--- src/logic/cache_cfg.svh ---
`ifndef CACHE_CFG_SVH
`define CACHE_CFG_SVH

// cpu address and data share one width
`define CACHE_ADDR_W 32

// tag bits kept per line
`define CACHE_TAG_W 24

// log2 of bytes per line
`define CACHE_LINE_BYTES_W 4

// whatever is left between tag and line bytes
`define CACHE_INDEX_W (`CACHE_ADDR_W - `CACHE_TAG_W - `CACHE_LINE_BYTES_W)

`define CACHE_NUM_LINES (1 << `CACHE_INDEX_W)

// word within line
`define CACHE_OFFSET_W (`CACHE_LINE_BYTES_W - 2)

`define CACHE_WORDS (1 << `CACHE_OFFSET_W)

`endif

--- src/logic/cache_pkg.sv ---
`default_nettype none

`include "cache_cfg.svh"

package cache_pkg;

    localparam int ADDR_W     = `CACHE_ADDR_W;
    localparam int DATA_W     = `CACHE_ADDR_W;
    localparam int TAG_W      = `CACHE_TAG_W;
    localparam int INDEX_W    = `CACHE_INDEX_W;
    localparam int OFFSET_W   = `CACHE_OFFSET_W;
    localparam int BYTE_OFF_W = `CACHE_LINE_BYTES_W - `CACHE_OFFSET_W;
    localparam int NUM_LINES  = `CACHE_NUM_LINES;
    localparam int WORDS      = `CACHE_WORDS;
    localparam int STRB_W     = DATA_W / 8;

    typedef enum logic [1:0] {
        SIZE_BYTE = 2'd0,
        SIZE_HALF = 2'd1,
        SIZE_WORD = 2'd2
    } cpu_size_t;

    // wdata arrives already placed in its byte lanes
    typedef struct packed {
        logic              req;
        logic              wr;
        cpu_size_t         size;
        logic [ADDR_W-1:0] addr;
        logic [DATA_W-1:0] wdata;
    } cpu_req_t;

    typedef struct packed {
        logic [TAG_W-1:0]      tag;
        logic [INDEX_W-1:0]    index;
        logic [OFFSET_W-1:0]   offset;
        logic [BYTE_OFF_W-1:0] byte_off;
    } addr_fields_t;

    // one write command seen by every line
    typedef struct packed {
        logic                en;
        logic [INDEX_W-1:0]  index;
        logic [TAG_W-1:0]    tag;
        logic [OFFSET_W-1:0] offset;
        logic [DATA_W-1:0]   data;
        logic [STRB_W-1:0]   strb;
        logic                dirty;
        logic                valid;
    } line_wr_t;

    typedef struct packed {
        logic [WORDS-1:0][DATA_W-1:0] words;
        logic [TAG_W-1:0]             tag;
        logic                         valid;
        logic                         dirty;
    } line_rd_t;

endpackage

`default_nettype wire

--- src/logic/mem_bus_pkg.sv ---
`default_nettype none

`include "cache_cfg.svh"

package mem_bus_pkg;

    localparam int BUS_W = `CACHE_ADDR_W;
    localparam int LEN_W = 4;

    // one burst moves a whole line
    localparam logic [LEN_W-1:0] LINE_LEN = LEN_W'(`CACHE_WORDS - 1);

    localparam logic [1:0] BURST_WRAP     = 2'd2;
    localparam logic [2:0] BEAT_SIZE_WORD = 3'd2;

    // address channel, used for both AR and AW
    typedef struct packed {
        logic [BUS_W-1:0] addr;
        logic [LEN_W-1:0] len;
        logic [2:0]       size;
        logic [1:0]       burst;
        logic             valid;
    } ar_req_t;

    typedef struct packed {
        logic [BUS_W-1:0]   data;
        logic [BUS_W/8-1:0] strb;
        logic               last;
        logic               valid;
    } w_req_t;

    typedef struct packed {
        logic [BUS_W-1:0] data;
        logic             last;
        logic             valid;
    } r_rsp_t;

endpackage

`default_nettype wire

--- src/logic/cache_line.sv ---
`timescale 1ns/1ps
`default_nettype none

module cache_line (
    input  wire logic                clk,
    input  wire logic                rst,
    input  wire logic                index_match,
    input  wire cache_pkg::line_wr_t wr,
    output cache_pkg::line_rd_t      line
);
    import cache_pkg::*;

    logic [WORDS-1:0][DATA_W-1:0] words;
    logic [TAG_W-1:0]             tag;
    logic                         valid;
    logic                         dirty;

    always_ff @(posedge clk) begin
        if (rst) begin
            valid <= 1'b0;
            dirty <= 1'b0;
        end else if (index_match) begin
            valid <= wr.valid;
            dirty <= wr.dirty;
        end
    end

    // byte merge into the addressed word
    always_ff @(posedge clk) begin
        if (index_match) begin
            tag <= wr.tag;
            for (int b = 0; b < STRB_W; b++) begin
                if (wr.strb[b]) begin
                    words[wr.offset][8*b +: 8] <= wr.data[8*b +: 8];
                end
            end
        end
    end

    assign line = '{
        words: words,
        tag:   tag,
        valid: valid,
        dirty: dirty
    };

    // a write carrying no bytes only ever comes from write-back, to drop the line
    a_empty_write_invalidates: assert property (
        @(posedge clk) disable iff (rst)
        index_match && (wr.strb == '0) |-> !wr.valid && !wr.dirty
    );

endmodule

`default_nettype wire

--- src/logic/line_select.sv ---
`timescale 1ns/1ps
`default_nettype none

module line_select (
    input  wire cache_pkg::line_rd_t           lines [cache_pkg::NUM_LINES],
    input  wire logic [cache_pkg::INDEX_W-1:0]  index,
    input  wire logic [cache_pkg::TAG_W-1:0]    tag,
    input  wire logic [cache_pkg::OFFSET_W-1:0] word,
    output logic                               hit,
    output logic                               line_valid,
    output logic                               line_dirty,
    output logic [cache_pkg::TAG_W-1:0]        victim_tag,
    output logic [cache_pkg::DATA_W-1:0]       rd_word
);
    import cache_pkg::*;

    line_rd_t sel;
    logic     tag_eq;

    assign sel = lines[index];

    assign tag_eq     = (sel.tag == tag);
    assign hit        = tag_eq && sel.valid;
    assign line_valid = sel.valid;
    assign line_dirty = sel.dirty;

    // stored tag doubles as the write-back address
    assign victim_tag = sel.tag;
    assign rd_word    = sel.words[word];

endmodule

`default_nettype wire

--- src/logic/cache_ctrl.sv ---
`timescale 1ns/1ps
`default_nettype none

module cache_ctrl (
    input  wire logic                           clk,
    input  wire logic                           rst,
    input  wire cache_pkg::cpu_req_t            cpu,
    output logic [cache_pkg::DATA_W-1:0]        rdata,
    output logic                                addr_ok,
    output logic                                data_ok,
    output logic [cache_pkg::INDEX_W-1:0]       index,
    output logic [cache_pkg::TAG_W-1:0]         tag,
    output logic [cache_pkg::OFFSET_W-1:0]      word,
    input  wire logic                           hit,
    input  wire logic                           line_valid,
    input  wire logic                           line_dirty,
    input  wire logic [cache_pkg::TAG_W-1:0]    victim_tag,
    input  wire logic [cache_pkg::DATA_W-1:0]   rd_word,
    output cache_pkg::line_wr_t                 line_wr,
    output mem_bus_pkg::ar_req_t                ar,
    input  wire logic                           arready,
    input  wire mem_bus_pkg::r_rsp_t            r,
    output logic                                rready,
    output mem_bus_pkg::ar_req_t                aw,
    input  wire logic                           awready,
    output mem_bus_pkg::w_req_t                 w,
    input  wire logic                           wready,
    input  wire logic                           bvalid,
    output logic                                bready
);
    import cache_pkg::*;
    import mem_bus_pkg::*;

    typedef enum logic [2:0] {
        IDLE,
        QUERY,
        WB_AW,
        WB_W,
        WB_B,
        REFILL_AR,
        REFILL_R,
        COMMIT
    } state_t;

    state_t              state;
    cpu_req_t            req_q;
    addr_fields_t        fields;
    logic [OFFSET_W-1:0] wb_off;
    logic [OFFSET_W-1:0] wb_first;
    logic [OFFSET_W-1:0] rf_off;
    logic [STRB_W-1:0]   strb;

    assign fields = req_q.addr;

    // write-back wraps round so the requested word goes out last
    assign wb_first = fields.offset + 1'b1;

    always_comb begin
        case (req_q.size)
            SIZE_BYTE: strb = 4'b0001 << fields.byte_off;
            SIZE_HALF: strb = 4'b0011 << fields.byte_off;
            default:   strb = 4'b1111 << fields.byte_off;
        endcase
    end

    always_ff @(posedge clk) begin
        if (rst) begin
            state <= IDLE;
        end else begin
            case (state)
                IDLE: begin
                    if (cpu.req) state <= QUERY;
                end
                QUERY: begin
                    if (hit) begin
                        state <= req_q.wr ? COMMIT : IDLE;
                    end else if (line_valid && line_dirty) begin
                        state <= WB_AW;
                    end else begin
                        state <= REFILL_AR;
                    end
                end
                WB_AW: begin
                    if (awready) state <= WB_W;
                end
                WB_W: begin
                    if (wready && w.last) state <= WB_B;
                end
                WB_B: begin
                    if (bvalid) state <= REFILL_AR;
                end
                REFILL_AR: begin
                    if (arready) state <= REFILL_R;
                end
                REFILL_R: begin
                    if (r.valid && r.last) state <= QUERY;
                end
                COMMIT: state <= IDLE;
                default: state <= IDLE;
            endcase
        end
    end

    always_ff @(posedge clk) begin
        if (addr_ok) begin
            req_q <= cpu;
        end
        if (state == WB_AW && awready) begin
            wb_off <= wb_first;
        end else if (w.valid && wready) begin
            wb_off <= wb_off + 1'b1;
        end
        // refill wraps from the requested word
        if (state == REFILL_AR && arready) begin
            rf_off <= fields.offset;
        end else if (state == REFILL_R && r.valid) begin
            rf_off <= rf_off + 1'b1;
        end
    end

    assign addr_ok = (state == IDLE) && cpu.req;
    assign data_ok = (state == QUERY) && hit;
    assign rdata   = rd_word;
    assign index   = fields.index;
    assign tag     = fields.tag;
    assign word    = (state == WB_W) ? wb_off : fields.offset;
    assign rready  = (state == REFILL_R);
    assign bready  = (state == WB_B);

    always_comb begin
        ar.addr  = {req_q.addr[ADDR_W-1:2], 2'b00};
        ar.len   = LINE_LEN;
        ar.size  = BEAT_SIZE_WORD;
        ar.burst = BURST_WRAP;
        ar.valid = (state == REFILL_AR);

        aw.addr  = {victim_tag, fields.index, wb_first, 2'b00};
        aw.len   = LINE_LEN;
        aw.size  = BEAT_SIZE_WORD;
        aw.burst = BURST_WRAP;
        aw.valid = (state == WB_AW);

        w.data  = rd_word;
        w.strb  = '1;
        w.last  = (wb_off == fields.offset);
        w.valid = (state == WB_W);
    end

    always_comb begin
        line_wr.en     = 1'b0;
        line_wr.index  = fields.index;
        line_wr.tag    = fields.tag;
        line_wr.offset = fields.offset;
        line_wr.data   = req_q.wdata;
        line_wr.strb   = strb;
        line_wr.dirty  = 1'b1;
        line_wr.valid  = 1'b1;
        case (state)
            COMMIT: line_wr.en = 1'b1;
            REFILL_R: begin
                line_wr.en     = r.valid;
                line_wr.offset = rf_off;
                line_wr.data   = r.data;
                line_wr.strb   = '1;
                line_wr.dirty  = 1'b0;
            end
            WB_W: begin
                // drop the victim once its last beat is taken
                line_wr.en    = wready && w.last;
                line_wr.strb  = '0;
                line_wr.dirty = 1'b0;
                line_wr.valid = 1'b0;
            end
            default: line_wr.en = 1'b0;
        endcase
    end

    a_ar_hold: assert property (
        @(posedge clk) disable iff (rst)
        ar.valid && !arready |=> ar.valid && $stable(ar.addr)
    );

    // victim stays untouched in storage while its beats go out
    a_w_in_writeback: assert property (
        @(posedge clk) disable iff (rst)
        w.valid |-> line_valid && line_dirty
    );

endmodule

`default_nettype wire

--- src/logic/dcache_top.sv ---
`timescale 1ns/1ps
`default_nettype none

module dcache_top (
    input  wire logic                     clk,
    input  wire logic                     rst,
    input  wire cache_pkg::cpu_req_t      cpu,
    output logic [cache_pkg::DATA_W-1:0]  rdata,
    output logic                          addr_ok,
    output logic                          data_ok,
    output mem_bus_pkg::ar_req_t          ar,
    input  wire logic                     arready,
    output mem_bus_pkg::ar_req_t          aw,
    input  wire logic                     awready,
    input  wire mem_bus_pkg::r_rsp_t      r,
    output logic                          rready,
    output mem_bus_pkg::w_req_t           w,
    input  wire logic                     wready,
    input  wire logic                     bvalid,
    output logic                          bready
);
    import cache_pkg::*;

    line_wr_t            line_wr;
    line_rd_t            lines [NUM_LINES];
    logic [INDEX_W-1:0]  index;
    logic [TAG_W-1:0]    tag;
    logic [OFFSET_W-1:0] word;
    logic                hit;
    logic                line_valid;
    logic                line_dirty;
    logic [TAG_W-1:0]    victim_tag;
    logic [DATA_W-1:0]   rd_word;

    cache_ctrl u_ctrl (
        .clk        (clk),
        .rst        (rst),
        .cpu        (cpu),
        .rdata      (rdata),
        .addr_ok    (addr_ok),
        .data_ok    (data_ok),
        .index      (index),
        .tag        (tag),
        .word       (word),
        .hit        (hit),
        .line_valid (line_valid),
        .line_dirty (line_dirty),
        .victim_tag (victim_tag),
        .rd_word    (rd_word),
        .line_wr    (line_wr),
        .ar         (ar),
        .arready    (arready),
        .r          (r),
        .rready     (rready),
        .aw         (aw),
        .awready    (awready),
        .w          (w),
        .wready     (wready),
        .bvalid     (bvalid),
        .bready     (bready)
    );

    for (genvar i = 0; i < NUM_LINES; i++) begin : g_line
        logic index_match;

        // only the addressed line takes the broadcast write
        assign index_match = line_wr.en && (line_wr.index == INDEX_W'(i));

        cache_line u_line (
            .clk         (clk),
            .rst         (rst),
            .index_match (index_match),
            .wr          (line_wr),
            .line        (lines[i])
        );
    end

    line_select u_select (
        .lines      (lines),
        .index      (index),
        .tag        (tag),
        .word       (word),
        .hit        (hit),
        .line_valid (line_valid),
        .line_dirty (line_dirty),
        .victim_tag (victim_tag),
        .rd_word    (rd_word)
    );

endmodule

`default_nettype wire

--- config.mk ---
export PLATFORM = sky130hd
export DESIGN_NAME = dcache_top
export DESIGN_NICKNAME = d
export VERILOG_FILES = /design/src/logic/cache_pkg.sv /design/src/logic/mem_bus_pkg.sv /design/src/logic/cache_line.sv /design/src/logic/line_select.sv /design/src/logic/cache_ctrl.sv /design/src/logic/dcache_top.sv
export VERILOG_INCLUDE_DIRS = /design/src /design/src/logic
export SDC_FILE = /design/constraint.sdc
export NUM_CORES = 2
export LEC_CHECK = 0
export ABC_CLOCK_PERIOD_IN_PS = 6850
export BUFFER_PORTS_ARGS = -buffer_cell sky130_fd_sc_hd__buf_2
export CORE_MARGIN = 2
export CORE_UTILIZATION = 60
export CTS_BUF_LIST = sky130_fd_sc_hd__clkbuf_8
export CTS_CLUSTER_DIAMETER = 150
export DETAILED_ROUTE_END_ITERATION = 7
export PLACE_DENSITY = 0.77
export SYNTH_ARGS = -nofsm -noshare
export SYNTH_HDL_FRONTEND = slang
export SYNTH_SLANG_ARGS = --single-unit
--- constraint.sdc ---
create_clock -name clk -period 6.85 [get_ports clk]
set_input_delay 2.055 -clock clk [delete_from_list [all_inputs] [get_ports clk]]
set_output_delay 2.055 -clock clk [all_outputs]
set_load 0.1 [all_outputs]
; ---- Word-level counts from Yosys, hierarchy flattened
; Cells that the tools add are included.
[classes]
reduce_logical = 33
n_eq_ne = 31
order_cmp = 4
n_addsub = 3
shift = 3
bitwise_logic = 1
muxes = 209
[op_table]
columns = operator, count
row1 = $mux 128, 112
row2 = $bwmux 128, 64
row3 = $bmux 154 s4, 1
row4 = $mux 154, 2
row5 = $demux 32 s2, 4
row6 = $bmux 32 s2, 1
row7 = $mux 32, 2
row8 = $mux 34, 1
row9 = $eq 4x4->1 const B, 8
row10 = $logic_and 1x1->1, 27
row11 = $mux 3, 9
row12 = $eq 24x24->1, 1
row13 = $mux 24, 1
row14 = $pmux 3 s8, 1
row15 = $eq 4x3->1 const B, 4
row16 = $mux 16, 1
row17 = $eq 3x3->1 const B, 4
row18 = $mux 2, 5
row19 = $pmux 5 s2, 1
row20 = $eq 4x2->1 const B, 2
row21 = $mux 8, 1
row22 = $pmux 4 s2, 1
row23 = $add 2x1->2 const B, 3
row24 = $eq 3x2->1 const B, 2
row25 = 20 further kinds, 26
[totals]
inputBits = 108
output_inout_bits = 158
elab_cells = 403
ff_bits = 2538

; ---- Depth between registers and ports, before layout
[depth]
word_depth = 17
depth_mapped = 13
ltp_nobuf = 9

; ---- Modules after synthesis
; From an unflattened synthesis, not the netlist that was laid out.
[hier_totals]
hier_cells = 5363
hier_area_um2 = 105351.0
[modules_own_cells]
columns = module, instances, cells_per_inst, area_per_inst_um2, seq_area_each_um2
row1 = cache_line at g_line[0].u_line ..., 14, 225, 5026.1, 4604.4
row2 = line_select, 1, 1265, 20131.8, 0.0
row3 = cache_line at g_line[8].u_line ..., 2, 225, 5028.6, 4604.4
row4 = cache_ctrl, 1, 475, 4679.5, 2192.1
row5 = dcache_top, 1, 23, 117.6, 0.0

; ---- Worst setup path before layout
; OpenSTA, ideal clock, no wires.
[synth_path]
path_kind = reg2out
start = register u_ctrl.req_q, in the netlist u_ctrl.fields[4]
end = output port data_ok
arrival_ns = 6.460
setup_slack_ns = -1.665
path_buffers = 3
path_stages_with_launch = 12
t_required_ns = 4.795
cell_sequence = edfxtp_1 -> buf_6 -> buf_6 -> nor2b_1 -> buf_2 -> a22o_1 -> a211oi_1 -> xnor2_1 -> nand4_1 -> nor4_1 -> o2111ai_1 -> nor3_1
[synth_rtl]
columns = item, line
row1 = start: declaration, cache_ctrl.sv:46  ; cpu_req_t req_q;
row2 = start signal: assignment, cache_ctrl.sv:106  ; req_q <= cpu;
row3 = end: declaration, dcache_top.sv:10  ; output logic data_ok,

==> impl_metrics.tcl <==
set metrics [dict create \
    hold_viol 0 \
    finalSetupViolCount 0 \
    grt_overflow 0 \
    totalWireLength_mm 235 \
    route.detailed.drc 0 \
    dp_slack_ps 697 \
    fin_nets 5382 \
    final_cells 7744 \
    place_area_um2 105000 \
    post_drt_via_cell_ratio 6.53 \
    crit_required_ps 4800 \
    synth.yosys.seq_area_share_pct 76.0 \
    grt_max_degree 94 \
    final_common_cell "edfxtp_1" \
    grt_pass1_vias 50400 \
    clock_sinks 2538 \
    synth_cell_type_count 56 \
    start_util_pct 60.4 \
    fillers 10000 \
    ant_nets 0 \
    syn_area_per_cell_um2 21.3 \
    routedWlPerCell_um 30.4 \
    dp.cells 7051 \
    place.port_buffers 239 \
    drive_gt1_share_pct 33.2 \
    layout_common_cells "2503 x edfxtp_1, 728 x mux4_2, 401 x clkbuf_8" \
    max-vdd-ir-drop_v 0.000289 \
    cp_slowest_cell "edfxtp_1" \
    layout_setup_ws_ps 84.8 \
    arrival_ps 4710 \
    finClkSkew_ps 87.5 \
    core_area_um2 165000 \
    cts_buffers 398 \
    async_reset_ff_share_pct 0 \
    grt_pass1_wl_mm 341 \
    antenna_found_initial 5 \
    drt-pass1-iter-count 8 \
    drt_iter0_drc 6956 \
    cts_tree "yes" \
    core.rowCount 149 \
    hpwl_mm 145 \
    period_share_pct 98.8 \
    rsz0062_at_grt "false" \
    fmax_mhz 148 \
    syn_area_um2 99800 \
    fp.dieH_um 412 \
    ios 266 \
    clkSlewWorstSetupHoldPaths_ps 60 \
    ys_warn_count 0 \
    die-area_um2 170000 \
    status "finished clean" \
    setup_tns_ps 0 \
    ys_ff_latch 2538 \
    max_cap_viol_count 0 \
    postSynthCellCount 4693 \
    p_per_area_nw_per_um2 307 \
    layout_min_cycle_time_ps 6770 \
    route.vias.total 50500 \
    p_leak_nw 36.5 \
    whs_ps 492 \
    final_core_util_pct 67.8 \
    worst_slew_pin_slew_ps 1360 \
    track_usage_pct 28.0 \
    power_mw 34.3 \
    start_kind "flip-flop" \
    cts-root-buf "clkbuf_8" \
    end_kind "output port" \
    path_cells "buf_4, buf_4, mux4_2, a211oi_1, a31oi_1, buf_2" \
    clk-insertion-delay-late_ps 1110 \
    design_area_um2 112000 \
    cp_max_fo 40 \
    cpMostUsedCell "buf_4" \
    hold_class "reg -> reg" \
    synth_edf_count 2503 \
    relSlewSlack_pct 8.49 \
    htreeDepth 5 \
    synth_flop_cell "edfxtp_1" \
    path_class "reg -> out" \
    max_stage_delay_ps 890 \
    die_w_um 412 \
    rrSetupSlack_ps 2000 \
    place.gp.congestion 0.852 \
    area_growth_pct 12.1 \
    maxSlewViolCount 0 \
    cts_max_path_buffers 4 \
]
-- power by group --
group | leakage [nW] | total [mW] | internal (mW) | switching [mW]
clock | 3.92 | 11.3 | 5.60 | 5.66
sequential | 22.9 | 17.6 | 17.5 | 0.128
combinational | 9.65 | 5.47 | 1.59 | 3.87
total | 36.5 | 34.3 | 24.7 | 9.66
-- path summary, 6_finish.rpt --
path                                       startpoint                              endpoint  depth (start not counted)
setup / recovery           u_ctrl.fields[7]$_DFFE_PP_                                 w[28]                          6
hold reg to reg   g_line[8].u_line.valid$_SDFFE_PP0P_   g_line[8].u_line.valid$_SDFFE_PP0P_                          2
setup reg to reg         u_ctrl.state[2]$_SDFFE_PP0P_  g_line[1].u_line.line[119]$_DFFE_PP_                          6
hold / removal    g_line[8].u_line.valid$_SDFFE_PP0P_   g_line[8].u_line.valid$_SDFFE_PP0P_                          2
-- cells in the mapped netlist, types with 11 or more instances --
cell	n	area [µm²]
xnor2_1	16	140
mux4_2	728	16400
edfxtp_1	2503	75200
o21ai_0	19	95.1
and2_1	36	225
a21oi_1	49	245
a211oi_1	40	300
mux2i_1	74	741
clkbuf_1	195	732
buf_2	41	205
o22ai_1	11	68.8
nand2_1	194	728
a31oi_1	41	257
a22oi_1	19	143
inv_1	35	131
buf_1	46	173
dfxtp_1	35	701
nor2_1	187	702
nor3_1	207	1040
buf_4	104	781
-- worst max-delay path, delay by kind of cell, from the launching register on --
kind | cells | cell delay [ps]
compound gates | 2 | 650
buf+inv | 3 | 1630
flops | 1 | 890
mux | 1 | 390
-- area by class of cell --
cell class | instances | area [µm²] | share of cell area, %
Clock buffer | 401 | 5520 | 4.93
Multi-Input combinational cell | 1751 | 22400 | 20.1
Clock inverter | 279 | 1280 | 1.14
Antenna cell | 1 | 2.50 | 0.00224
Inverter | 36 | 143 | 0.127
Sequential cell | 2538 | 75900 | 67.8
Tap cell | 2189 | 2740 | 2.45
Timing Repair Buffer | 549 | 3930 | 3.51
-- state kept, by name, indices dropped and copies added (netlist names) --
register,count
u_ctrl.rf_off,2
u_ctrl.wb_off,2
u_ctrl.state,3
g_line.u_line.line,2048
g_line.u_line.dirty,16
u_ctrl.req_q,35
u_ctrl.fields,32
g_line.u_line.valid,16
g_line.u_line.tag,384
-- kinds of logic (layout without fill, tap and decap cells) --
| kind of cell | count (synthesis) | in the layout | synth area share [%] |
|---|---|---|---|
| and+or+nand+nor | 677 | 677 | 3.03 |
| AOI/OAI and AO/OA | 216 | 216 | 1.42 |
| xor gates and xnor gates | 25 | 25 | 0.227 |
| muxes | 807 | 807 | 17.2 |
| other | 2 | 27 | 0.00752 |
| buffers and inverters | 428 | 1265 | 2.10 |
| DFF | 2538 | 2538 | 76.0 |
-- routing by layer --
layer	GRT usage, %	up-vias	share of wire (%)
met1	39.6	26400	37
met2	43.9	3145	49
met5	0	-	0.0055
met3	6.65	465	11
li1	-	20600	-
met4	9.57	2	3.1
-- what timing repair did --
| action | CTS | global route |
|---|---|---|
| setup buffers | 7 | 2 |
| hold buffers | 0 | 0 |
| endpoints found under the setup margin | 65 | 25 |
| resized for setup | 21 | 8 |
Power figures use the tool's default switching activity.
